File: src/atop_pkg.sv
// ----------------------------------------------------------
// Shared widths, vector types, atomic opcodes and the
// request and response structs of the bus and memory ports
// ----------------------------------------------------------
`default_nettype none

package atop_pkg;

  localparam int unsigned AddrWidth = 32;
  localparam int unsigned DataWidth = 32;
  localparam int unsigned IdWidth   = 4;

  typedef logic [AddrWidth-1:0]   addr_t;
  typedef logic [DataWidth-1:0]   data_t;
  typedef logic [IdWidth-1:0]     id_t;
  typedef logic [DataWidth/8-1:0] strb_t;

  // Bit 5 marks an atomic, the low bits carry the AMO function
  typedef enum logic [5:0] {
    ATOP_NONE = 6'h00,
    AMO_ADD   = 6'h20,
    AMO_SWAP  = 6'h21,
    ATOP_LR   = 6'h22,
    ATOP_SC   = 6'h23,
    AMO_XOR   = 6'h24,
    AMO_OR    = 6'h28,
    AMO_AND   = 6'h2C,
    AMO_MIN   = 6'h30,
    AMO_MAX   = 6'h34,
    AMO_MINU  = 6'h38,
    AMO_MAXU  = 6'h3C
  } atop_e;

  typedef enum logic [1:0] {
    KIND_PLAIN,
    KIND_LR,
    KIND_SC,
    KIND_AMO
  } op_kind_e;

  // ----------------------------------------------------------
  // Port structs
  // ----------------------------------------------------------
  typedef struct packed {
    logic  req;
    logic  we;
    addr_t addr;
    data_t wdata;
    strb_t be;
    id_t   aid;
    atop_e atop;
  } bus_req_t;

  typedef struct packed {
    logic  gnt;
    logic  rvalid;
    data_t rdata;
    id_t   rid;
    logic  err;
    logic  exokay;
  } bus_rsp_t;

  typedef struct packed {
    logic  req;
    logic  we;
    addr_t addr;
    data_t wdata;
    strb_t be;
    id_t   aid;
  } mem_req_t;

  typedef struct packed {
    logic  gnt;
    logic  rvalid;
    data_t rdata;
    logic  err;
  } mem_rsp_t;

  // Request as held after acceptance
  typedef struct packed {
    op_kind_e kind;
    atop_e    op;
    addr_t    addr;
    id_t      aid;
    data_t    wdata;
    logic     we;
  } acc_t;

endpackage

`default_nettype wire

File: src/atop_alu.sv
// ----------------------------------------------------------
// AMO arithmetic: old word register and write-back value
// ----------------------------------------------------------
`timescale 1ns/1ps
`default_nettype none

module atop_alu (
  input  atop_pkg::mem_rsp_t  mem_rsp_i,
  input  logic                clk_i,
  input  logic                rst_ni,
  input  atop_pkg::atop_e     op_i,
  input  atop_pkg::data_t     operand_i,
  output atop_pkg::data_t     amo_result_o
);

  atop_pkg::data_t old_q, old_word;
  logic [32:0]     adder_a, adder_b, sum;
  logic            is_signed, is_cmp, a_lt_b;

  always_ff @(posedge clk_i or negedge rst_ni) begin
    if (!rst_ni) begin
      old_q <= '0;
    end else if (mem_rsp_i.rvalid) begin
      old_q <= mem_rsp_i.rdata;
    end
  end

  assign old_word = mem_rsp_i.rvalid ? mem_rsp_i.rdata : old_q;

  // Shared adder, compares by subtracting with one extra sign bit
  always_comb begin
    is_signed = op_i inside {atop_pkg::AMO_MIN, atop_pkg::AMO_MAX};
    is_cmp    = op_i inside {atop_pkg::AMO_MIN, atop_pkg::AMO_MAX,
                             atop_pkg::AMO_MINU, atop_pkg::AMO_MAXU};
    adder_a   = {is_signed & old_word[31], old_word};
    adder_b   = {is_signed & operand_i[31], operand_i};
    if (is_cmp) begin
      adder_b = ~adder_b;
    end
  end

  assign sum    = adder_a + adder_b + {32'd0, is_cmp};
  assign a_lt_b = sum[32];

  always_comb begin
    unique case (op_i)
      atop_pkg::AMO_SWAP: amo_result_o = operand_i;
      atop_pkg::AMO_ADD:  amo_result_o = sum[31:0];
      atop_pkg::AMO_AND:  amo_result_o = old_word & operand_i;
      atop_pkg::AMO_OR:   amo_result_o = old_word | operand_i;
      atop_pkg::AMO_XOR:  amo_result_o = old_word ^ operand_i;
      atop_pkg::AMO_MIN,
      atop_pkg::AMO_MINU: amo_result_o = a_lt_b ? old_word : operand_i;
      atop_pkg::AMO_MAX,
      atop_pkg::AMO_MAXU: amo_result_o = a_lt_b ? operand_i : old_word;
      default:            amo_result_o = '0;
    endcase
  end

endmodule

`default_nettype wire

File: src/atop_decode.sv
// ----------------------------------------------------------
// Request classifier and capture register for the
// accepted bus request
// ----------------------------------------------------------
`timescale 1ns/1ps
`default_nettype none

module atop_decode (
  input  logic                clk_i,
  input  logic                rst_ni,
  input  atop_pkg::bus_req_t  bus_req_i,
  input  logic                accept_i,
  output atop_pkg::op_kind_e  cur_kind_o,
  output atop_pkg::acc_t      acc_o
);

  atop_pkg::acc_t acc_q;

  // LR and SC are atomics too, so test them before bit 5
  always_comb begin
    if (bus_req_i.atop == atop_pkg::ATOP_LR) begin
      cur_kind_o = atop_pkg::KIND_LR;
    end else if (bus_req_i.atop == atop_pkg::ATOP_SC) begin
      cur_kind_o = atop_pkg::KIND_SC;
    end else if (bus_req_i.atop[5]) begin
      cur_kind_o = atop_pkg::KIND_AMO;
    end else begin
      cur_kind_o = atop_pkg::KIND_PLAIN;
    end
  end

  // An AMO always ends in a memory write
  always_ff @(posedge clk_i or negedge rst_ni) begin
    if (!rst_ni) begin
      acc_q <= '0;
    end else if (accept_i) begin
      acc_q.kind  <= cur_kind_o;
      acc_q.op    <= bus_req_i.atop;
      acc_q.addr  <= bus_req_i.addr;
      acc_q.aid   <= bus_req_i.aid;
      acc_q.wdata <= bus_req_i.wdata;
      acc_q.we    <= bus_req_i.we | (cur_kind_o == atop_pkg::KIND_AMO);
    end
  end

  assign acc_o = acc_q;

endmodule

`default_nettype wire

File: src/atop_reservation.sv
// ----------------------------------------------------------
// LR reservation record and SC success check
// ----------------------------------------------------------
`timescale 1ns/1ps
`default_nettype none

module atop_reservation #(
  parameter bit lr_sc_en = 1'b1
) (
  input  logic                clk_i,
  input  logic                rst_ni,
  input  atop_pkg::bus_req_t  bus_req_i,
  input  logic                accept_i,
  input  atop_pkg::op_kind_e  cur_kind_i,
  output logic                sc_ok_o,
  output logic                sc_res_q_o,
  output logic                sc_q_o
);

  typedef struct packed {
    logic            valid;
    atop_pkg::addr_t addr;
    atop_pkg::id_t   core;
  } resv_t;

  resv_t resv_q, resv_d;
  logic  sc_ok;
  logic  sc_q, sc_res_q;
  logic  same_core, same_addr;

  assign same_core = (resv_q.core == bus_req_i.aid);
  assign same_addr = (resv_q.addr == bus_req_i.addr);

  // Success does not wait for the grant, the write enable needs it early
  assign sc_ok = (cur_kind_i == atop_pkg::KIND_SC) && resv_q.valid && same_core && same_addr;

  always_comb begin
    resv_d = resv_q;
    if (accept_i) begin
      // Only the owner may replace a live reservation
      if (cur_kind_i == atop_pkg::KIND_LR && (!resv_q.valid || same_core)) begin
        resv_d.valid = 1'b1;
        resv_d.addr  = bus_req_i.addr;
        resv_d.core  = bus_req_i.aid;
      end
      // Store from another core to the reserved word
      if (!same_core && same_addr &&
          (cur_kind_i == atop_pkg::KIND_AMO || bus_req_i.we)) begin
        resv_d.valid = 1'b0;
      end
      // Any SC of the owner ends the reservation
      if (cur_kind_i == atop_pkg::KIND_SC && resv_q.valid && same_core) begin
        resv_d.valid = 1'b0;
      end
    end
  end

  // SC flags stay until the next accept, so they are valid at the SC's response
  always_ff @(posedge clk_i or negedge rst_ni) begin
    if (!rst_ni) begin
      resv_q   <= '0;
      sc_q     <= 1'b0;
      sc_res_q <= 1'b0;
    end else begin
      resv_q <= resv_d;
      if (accept_i) begin
        sc_q     <= (cur_kind_i == atop_pkg::KIND_SC);
        sc_res_q <= sc_ok;
      end
    end
  end

  assign sc_ok_o    = lr_sc_en & sc_ok;
  assign sc_res_q_o = lr_sc_en & sc_res_q;
  assign sc_q_o     = lr_sc_en & sc_q;

endmodule

`default_nettype wire

File: src/atop_resolver.sv
// ----------------------------------------------------------
// Atomic resolver top level: decode, reservation,
// sequencer, ALU and response path
// ----------------------------------------------------------
`timescale 1ns/1ps
`default_nettype none

module atop_resolver #(
  parameter bit lr_sc_en = 1'b1
) (
  input  logic                clk_i,
  input  logic                rst_ni,
  input  atop_pkg::bus_req_t  bus_req_i,
  output atop_pkg::bus_rsp_t  bus_rsp_o,
  output atop_pkg::mem_req_t  mem_req_o,
  input  atop_pkg::mem_rsp_t  mem_rsp_i
);

  atop_pkg::op_kind_e cur_kind;
  atop_pkg::acc_t     acc;
  atop_pkg::atop_e    amo_op;
  atop_pkg::data_t    amo_result;
  atop_pkg::bus_rsp_t rsp;
  logic               accept, gnt, amo_wb, buf_empty;
  logic               sc_ok, sc_res_q, sc_q;

  atop_decode i_decode (
    .clk_i      (clk_i),
    .rst_ni     (rst_ni),
    .bus_req_i  (bus_req_i),
    .accept_i   (accept),
    .cur_kind_o (cur_kind),
    .acc_o      (acc)
  );

  atop_reservation #(
    .lr_sc_en (lr_sc_en)
  ) i_reservation (
    .clk_i      (clk_i),
    .rst_ni     (rst_ni),
    .bus_req_i  (bus_req_i),
    .accept_i   (accept),
    .cur_kind_i (cur_kind),
    .sc_ok_o    (sc_ok),
    .sc_res_q_o (sc_res_q),
    .sc_q_o     (sc_q)
  );

  atop_sequencer i_sequencer (
    .clk_i        (clk_i),
    .rst_ni       (rst_ni),
    .bus_req_i    (bus_req_i),
    .cur_kind_i   (cur_kind),
    .acc_i        (acc),
    .sc_ok_i      (sc_ok),
    .buf_empty_i  (buf_empty),
    .mem_rsp_i    (mem_rsp_i),
    .amo_result_i (amo_result),
    .mem_req_o    (mem_req_o),
    .gnt_o        (gnt),
    .accept_o     (accept),
    .amo_wb_o     (amo_wb),
    .amo_op_o     (amo_op)
  );

  // Operand is the captured write data of the AMO
  atop_alu i_alu (
    .mem_rsp_i    (mem_rsp_i),
    .clk_i        (clk_i),
    .rst_ni       (rst_ni),
    .op_i         (amo_op),
    .operand_i    (acc.wdata),
    .amo_result_o (amo_result)
  );

  atop_response i_response (
    .clk_i       (clk_i),
    .rst_ni      (rst_ni),
    .accept_i    (accept),
    .aid_i       (bus_req_i.aid),
    .mem_rsp_i   (mem_rsp_i),
    .amo_wb_i    (amo_wb),
    .sc_q_i      (sc_q),
    .sc_res_i    (sc_res_q),
    .buf_empty_o (buf_empty),
    .bus_rsp_o   (rsp)
  );

  always_comb begin
    bus_rsp_o     = rsp;
    bus_rsp_o.gnt = gnt;
  end

endmodule

`default_nettype wire

File: src/atop_response.sv
// ----------------------------------------------------------
// In-order response path: ID queue, fall-through data
// queue and SC result substitution
// ----------------------------------------------------------
`timescale 1ns/1ps
`default_nettype none

module atop_response (
  input  logic                clk_i,
  input  logic                rst_ni,
  input  logic                accept_i,
  input  atop_pkg::id_t       aid_i,
  input  atop_pkg::mem_rsp_t  mem_rsp_i,
  input  logic                amo_wb_i,
  input  logic                sc_q_i,
  input  logic                sc_res_i,
  output logic                buf_empty_o,
  output atop_pkg::bus_rsp_t  bus_rsp_o
);

  typedef struct packed {
    atop_pkg::data_t data;
    logic            err;
    logic            exokay;
  } rsp_entry_t;

  logic          wb_q;
  logic          pop;
  atop_pkg::id_t id_mem_q [2];
  logic          id_wr_q, id_rd_q;
  logic [1:0]    id_cnt_q;
  logic          id_valid;
  rsp_entry_t    d_mem_q [2];
  logic          d_wr_q, d_rd_q;
  logic [1:0]    d_cnt_q;
  logic          d_push, d_empty, d_store, d_take, d_valid;
  rsp_entry_t    d_in, d_out;

  // Marks the memory response that belongs to a write-back
  always_ff @(posedge clk_i or negedge rst_ni) begin
    if (!rst_ni) begin
      wb_q <= 1'b0;
    end else if (mem_rsp_i.gnt) begin
      wb_q <= amo_wb_i;
    end
  end

  // SC answers 0 on success and 1 on failure
  assign d_in.data   = sc_q_i ? {{(atop_pkg::DataWidth-1){1'b0}}, ~sc_res_i} : mem_rsp_i.rdata;
  assign d_in.err    = mem_rsp_i.err;
  assign d_in.exokay = sc_q_i & sc_res_i;

  assign d_push  = mem_rsp_i.rvalid & ~wb_q;
  assign d_empty = (d_cnt_q == 2'd0);
  assign d_valid = ~d_empty | d_push;
  assign d_out   = d_empty ? d_in : d_mem_q[d_rd_q];

  assign id_valid = (id_cnt_q != 2'd0);
  assign pop      = id_valid & d_valid;
  assign d_take   = pop & ~d_empty;
  assign d_store  = d_push & ~(d_empty & pop);

  // Room for a new request on both queues
  assign buf_empty_o = d_empty & (id_cnt_q != 2'd2);

  // ----------------------------------------------------------
  // Queue pointers
  // ----------------------------------------------------------
  always_ff @(posedge clk_i or negedge rst_ni) begin
    if (!rst_ni) begin
      id_wr_q  <= 1'b0;
      id_rd_q  <= 1'b0;
      id_cnt_q <= 2'd0;
      d_wr_q   <= 1'b0;
      d_rd_q   <= 1'b0;
      d_cnt_q  <= 2'd0;
    end else begin
      if (accept_i) id_wr_q <= ~id_wr_q;
      if (pop) id_rd_q <= ~id_rd_q;
      id_cnt_q <= id_cnt_q + {1'b0, accept_i} - {1'b0, pop};
      if (d_store) d_wr_q <= ~d_wr_q;
      if (d_take) d_rd_q <= ~d_rd_q;
      d_cnt_q <= d_cnt_q + {1'b0, d_store} - {1'b0, d_take};
    end
  end

  always_ff @(posedge clk_i) begin
    if (accept_i) begin
      id_mem_q[id_wr_q] <= aid_i;
    end
    if (d_store) begin
      d_mem_q[d_wr_q] <= d_in;
    end
  end

  // Bus grant is merged in at the top level
  always_comb begin
    bus_rsp_o.gnt    = 1'b0;
    bus_rsp_o.rvalid = pop;
    bus_rsp_o.rdata  = d_out.data;
    bus_rsp_o.rid    = id_mem_q[id_rd_q];
    bus_rsp_o.err    = d_out.err;
    bus_rsp_o.exokay = d_out.exokay;
  end

endmodule

`default_nettype wire

File: src/atop_sequencer.sv
// ----------------------------------------------------------
// Memory port owner: passes requests through, grants the
// bus and issues the AMO write-back
// ----------------------------------------------------------
`timescale 1ns/1ps
`default_nettype none

module atop_sequencer (
  input  logic                clk_i,
  input  logic                rst_ni,
  input  atop_pkg::bus_req_t  bus_req_i,
  input  atop_pkg::op_kind_e  cur_kind_i,
  input  atop_pkg::acc_t      acc_i,
  input  logic                sc_ok_i,
  input  logic                buf_empty_i,
  input  atop_pkg::mem_rsp_t  mem_rsp_i,
  input  atop_pkg::data_t     amo_result_i,
  output atop_pkg::mem_req_t  mem_req_o,
  output logic                gnt_o,
  output logic                accept_o,
  output logic                amo_wb_o,
  output atop_pkg::atop_e     amo_op_o
);

  typedef enum logic {
    IDLE,
    DO_AMO
  } state_e;

  state_e state_q, state_d;
  logic   wb_active;

  // No bus grant while the write-back owns the port
  assign gnt_o    = mem_rsp_i.gnt & buf_empty_i & (state_q == IDLE);
  assign accept_o = bus_req_i.req & gnt_o;

  assign wb_active = (state_q == DO_AMO) && (acc_i.kind == atop_pkg::KIND_AMO);
  assign amo_wb_o  = wb_active;
  assign amo_op_o  = wb_active ? acc_i.op : atop_pkg::ATOP_NONE;

  // ----------------------------------------------------------
  // Port mux and next state
  // ----------------------------------------------------------
  always_comb begin
    mem_req_o.req   = bus_req_i.req & buf_empty_i;
    mem_req_o.we    = bus_req_i.we;
    mem_req_o.addr  = bus_req_i.addr;
    mem_req_o.wdata = bus_req_i.wdata;
    mem_req_o.be    = bus_req_i.be;
    mem_req_o.aid   = bus_req_i.aid;
    state_d         = state_q;

    unique case (state_q)
      IDLE: begin
        // AMO starts with a read of the old word
        if (cur_kind_i == atop_pkg::KIND_AMO) begin
          mem_req_o.we = 1'b0;
        end
        // Failed SC turns into a read
        if (cur_kind_i == atop_pkg::KIND_SC) begin
          mem_req_o.we = sc_ok_i;
        end
        if (accept_o && cur_kind_i == atop_pkg::KIND_AMO) begin
          state_d = DO_AMO;
        end
      end
      DO_AMO: begin
        mem_req_o.req   = wb_active;
        mem_req_o.we    = acc_i.we;
        mem_req_o.addr  = acc_i.addr;
        mem_req_o.wdata = amo_result_i;
        mem_req_o.be    = '1;
        mem_req_o.aid   = acc_i.aid;
        if (mem_rsp_i.gnt) begin
          state_d = IDLE;
        end
      end
      default: begin
        state_d = IDLE;
      end
    endcase
  end

  always_ff @(posedge clk_i or negedge rst_ni) begin
    if (!rst_ni) begin
      state_q <= IDLE;
    end else begin
      state_q <= state_d;
    end
  end

endmodule

`default_nettype wire

File: config.mk
export PLATFORM = sky130hd
export DESIGN_NAME = atop_resolver
export DESIGN_NICKNAME = d
export VERILOG_FILES = /design/src/atop_pkg.sv /design/src/atop_alu.sv /design/src/atop_decode.sv /design/src/atop_reservation.sv /design/src/atop_resolver.sv /design/src/atop_response.sv /design/src/atop_sequencer.sv
export SDC_FILE = /design/constraint.sdc
export NUM_CORES = 1
export LEC_CHECK = 0
export BUFFER_PORTS_ARGS = -buffer_cell sky130_fd_sc_hd__buf_2
export CORE_ASPECT_RATIO = 0.8
export CORE_MARGIN = 1
export CORE_UTILIZATION = 40
export CTS_BUF_LIST = sky130_fd_sc_hd__clkbuf_4 sky130_fd_sc_hd__clkbuf_8
export DETAILED_ROUTE_END_ITERATION = 12
export SYNTH_ARGS = -nofsm -noshare
export SYNTH_HDL_FRONTEND = slang
export SYNTH_HIERARCHICAL = 1
export SYNTH_SLANG_ARGS = --single-unit
File: constraint.sdc
create_clock -name clk_i -period 6.6 [get_ports clk_i]
set_clock_uncertainty 0.15 [all_clocks]
set_input_delay 1.32 -clock clk_i [delete_from_list [all_inputs] [get_ports clk_i]]
set_output_delay 1.32 -clock clk_i [all_outputs]
set_load 0.05 [all_outputs]
### Word-level counts from Yosys, hierarchy flattened

Memory sizes are Yosys's and may differ from the RTL's.
Index checks and enable logic that the tools add are counted.

| word-level totals | value |
|---|---|
| output and inout bits | 114 |
| memory bits (writable) | 76 |
| bits in registers | 158 |
| memories | 2 |
| logic and storage cells | 121 |

Memories:

| name | depth | width | read ports | clocked after Yosys merged registers in | write ports | line | source |
|---|---|---|---|---|---|---|---|
| i_response.d_mem_q | 2 | 34 | 1 | 0 | 1 | atop_response.sv:33 | `rsp_entry_t d_mem_q [2];` |
| i_response.id_mem_q | 2 | 4 | 1 | 0 | 1 | atop_response.sv:29 | `atop_pkg::id_t id_mem_q [2];` |

| cells by class | value |
|---|---|
| multiplexer cells | 26 |
| bitwise gates (word level) | 28 |
| eq/ne operators | 18 |
| reductions and logical operators | 21 |
| add/sub/neg operators | 6 |

Operators with widths:

| operator | number |
|---|---|
| $pmux W32 S7 | 1 |
| $mux W32 | 4 |
| $mux W72 | 1 |
| $eq A6 B6 Y1 const B | 11 |
| $mux W37 | 1 |
| $mux W34 | 1 |
| $add A33 B1 Y33 | 1 |
| $add A33 B33 Y33 | 1 |
| $mux W33 | 1 |
| $not A33 Y33 | 1 |
| $and A32 B32 Y32 | 1 |
| $eq A32 B32 Y1 | 1 |
| $or A32 B32 Y32 | 1 |
| $xor A32 B32 Y32 | 1 |
| $and A1 B1 Y1 | 13 |
| $mux W1 | 11 |
| $not A1 Y1 | 9 |
| $logic_and A1 B1 Y1 | 8 |
| $eq A2 B2 Y1 const B | 3 |
| $mux W2 | 3 |
| $mux W6 | 1 |
| $add A2 B1 Y2 | 2 |
| $eq A4 B4 Y1 | 1 |
| $pmux W1 S2 | 2 |
| other kinds (12) | 19 |

### Logic depth before layout (Yosys ltp)

| logic depth | value |
|---|---|
| depth in word-level cells | 13 |
| depth in mapped cells | 22 |

### By module

The synthesis kept the hierarchy.

Modules (own cells, without submodules):

| module | cells each | area each (um2) | times used |
|---|---|---|---|
| atop_alu | 736 | 5786.8 | 1 |
| atop_response | 275 | 3751.1 | 1 |
| atop_decode | 172 | 2944.1 | 1 |
| atop_reservation | 141 | 2047.0 | 1 |
| atop_sequencer | 101 | 1133.6 | 1 |
| atop_resolver | 1 | 7.5 | 1 |

### Worst setup path after synthesis

No wires, ideal clock.

| path | value |
|---|---|
| path kind | input to output |
| start | in mem_rsp_i[33] in the netlist's numbering |
| end | out mem_req_o[30] in the netlist's numbering |
| stages on the path | 17 |
| arrival | 5.558 ns |
| path slack | -0.428 ns |
| path through | buf_2 -> buf_1 -> buf_1 -> mux2i_1 -> inv_1 -> ha_1 -> buf_2 -> a21oi_1 -> o21ai_1 -> a311o_1 -> o2bb2ai_1 -> a31o_2 -> a211oi_4 -> xnor2_2 -> nor2_1 -> a221o_1 -> mux2_2 |

RTL lines:

| element | line | source |
|---|---|---|
| from (decl) | atop_resolver.sv:16 | `input atop_pkg::mem_rsp_t mem_rsp_i` |
| to (decl) | atop_resolver.sv:15 | `output atop_pkg::mem_req_t mem_req_o,` |

==> out/results.ini <==
[logic_synthesis]
syn_nets = 1640
avgSynthCellArea_um2 = 11.0
yosysWarnings = 6
syn_area_um2 = 15700
synthCells = 1424

[power_and_ir_drop]
power_w = 0.00841
p_per_area_nw_per_um2 = 424
peakVddDrop_mv = 0.242
leakage_nw = 8.95

[worst_setup_path]
required_ps = 5130
crit_fanout = 21
crit_type = in2out
r2r_cells = 8
worstReg2RegStart = i_response/d_cnt_q[1]$_DFF_PN0_
arrival_ps = 5150
rrSetupSlack_ps = 2620
r2r_end = i_response/id_mem_q[0][0]$_DFFE_PP_
crit_path_end_kind = primary output
critPathLaunchType = primary input

[detailed_routing]
wl_per_cell_um = 20.4
ant_nets = 0
num_vias = 12600
vias_per_cell = 5.47
remaining_drc_errors = 0
firstDrtPassIters = 6
route.final.wire_length_um = 46800
drt-initial-drc-count = 890

[cts]
cts_sinks = 234
clock_latency_ps = 580
hold_buffers = 0
clockRootBuffer = clkbuf_8
cts_tree = done
h-tree-depth = 2
cts_buffers = 43
clk_path_buf_depth = 3
clk_pin_slew_ps = 50

[floorplan]
fp.dieH_um = 179
start_util_pct = 40.7
core_area_um2 = 38400
num_rows = 64
io_pins = 231
dieArea_um2 = 39900
die_x_um = 223

[sta]
whs_ps = 337
fin_tns_setup_ps = -35.3
layout_setup_ws_ps = -22.2
fin_crit_ps = 6620
rsz0062_at_grt = yes
drv_slew = 0
fmax_ghz = 0.151
hold_viol = 0
max_slew_margin_pct = 28.1
tightestPinTransition_ps = 1080
fin_crit_sh_pct = 100
setup_viol = 2

[run_status]
status = finished with violations
violations = setup timing

[global_routing]
gr-usage-all-layers_pct = 22.8
grt_pass1_vias = 12200
grt_max_degree = 74
grt_pass1_wl_um = 70600
antenna_found_initial = 9
grt_remaining_overflow = 0

[placement]
hpwl_um = 33500
dp_cells = 2182
port_buffers = 230
place.gp.congestion = 0.917

[run]
drv_cap = 0

[hold_path]
holdPathEnd = i_response/id_wr_q$_DFFE_PN0P_
hp-start = i_response/id_wr_q$_DFFE_PN0P_
hp-class = reg2reg
hold-path-cell-count = 1

[cells_and_area]
nFillCells = 3475
fin_cells = 2297
final_nets = 1977
syn_to_final_growth_pct = 26.8
drive_gt1_share_pct = 41.3

## layer usage
metal	up-vias	global-route usage, %	wire length [um]
met4	0	6.75	1040
li1	5886	-	-
met5	-	0	0
met1	6158	33.0	22000
met3	80	4.70	3290
met2	431	34.2	20400
## metrics by stage
step	setup WS, ps	cell area (um^2)	util, %
after floorplan	30.7	15700	-
after global placement	-89.7	18000	46.7
after detailed placement	-149	18000	46.7
after CTS	-20.3	19300	50.1
after global routing	-209	19800	51.6
final	-22.2	19900	51.6
## area by class of cell
type                    instances  area (um^2)  share of cell area (%)
repair buffers                378         2650                    13.4
well taps                     495          619                    3.12
flip-flops and latches        234         6240                    31.4
clock inverters                14          110                   0.555
inverters                      80          300                    1.51
clock buffers                  66          821                    4.13
multi-input cells            1024         9090                    45.8
diodes                          6         15.0                  0.0756
## worst max-delay path, stage by stage
cell and delay (ps):
buf_2 120, buf_12 220, buf_12 160, mux2i_2 290, inv_1 100, ha_1 350
and3_1 170, a311o_1 420, o2bb2ai_4 170, a31o_4 240, a211oi_4 350, buf_6 180
xnor2_4 100, buf_6 160, nand3_2 90, o311ai_4 100, buf_4 160, mux2_4 260
buf_12 150
## where the power goes
group	leakage (nW)	switching (W)	internal, W
sequential	2.64	0.000416	0.00206
clock	0.482	0.000665	0.000838
combinational	5.84	0.00263	0.00180
## sequential cells by signal, indices dropped and copies added (netlist names)
signal / cells
i_alu/old_q: 32
i_reservation/sc_res_q_o: 1
i_response/id_mem_q: 8
i_decode/acc_o: 77
i_response/wb_q: 1
i_sequencer/state_q: 1
i_reservation/resv_q: 37
i_response/id_wr_q: 1
i_response/d_mem_q: 68
i_response/id_cnt_q: 2
i_response/d_wr_q: 1
i_response/id_rd_q: 1
i_response/d_cnt_q: 2
i_response/d_rd_q: 1
i_reservation/sc_q_o: 1
## worst max path at each step
stage,startpoint,end,cells after the start
2_1_floorplan,mem_rsp_i[33],mem_req_o[30],17
3_3_place_gp,mem_rsp_i[33],mem_req_o[25],18
3_5_place_dp,mem_rsp_i[33],mem_req_o[25],18
4_1_cts,i_sequencer/state_q$_DFF_PN0_,mem_req_o[38],21
5_1_grt,i_sequencer/state_q$_DFF_PN0_,mem_req_o[38],21
6_report,mem_rsp_i[33],mem_req_o[38],19
## layout by cell type, fill, tap and decap left out, types with 6 or more instances in the layout
master	n
diode_2	6
buf_2	197
buf_6	35
nand4_1	11
buf_12	10
a22oi_1	9
inv_1	78
mux2i_1	65
buf_8	7
dfrtp_1	156
nor2b_1	37
a21oi_1	84
and2_1	8
mux2_2	125
mux2_4	66
xnor2_1	52
a31oi_1	11
edfxtp_1	76
o21ai_0	33
xor2_1	48
nand3_1	14
clkbuf_8	52
o211ai_1	15
o21ai_1	13
nand2b_1	6
nor4_1	8
a21oi_2	19
nand2_1	55
clkbuf_4	14
a222oi_1	21
buf_4	129
o21bai_1	6
o221ai_1	15
or2_2	6
clkinv_1	7
nor2_1	72
a21o_1	11
ha_1	94
## timing repair
item / CTS / global route
endpoints found under the setup margin: 32 / 32
pin swaps: 15 / 27
endpoints found under the hold margin: 0 / 0
setup buffers: 15 / 15
gates resized for setup: 59 / 130
cloned: 1 / 0
Note: power is estimated with default switching activity, not from simulation.
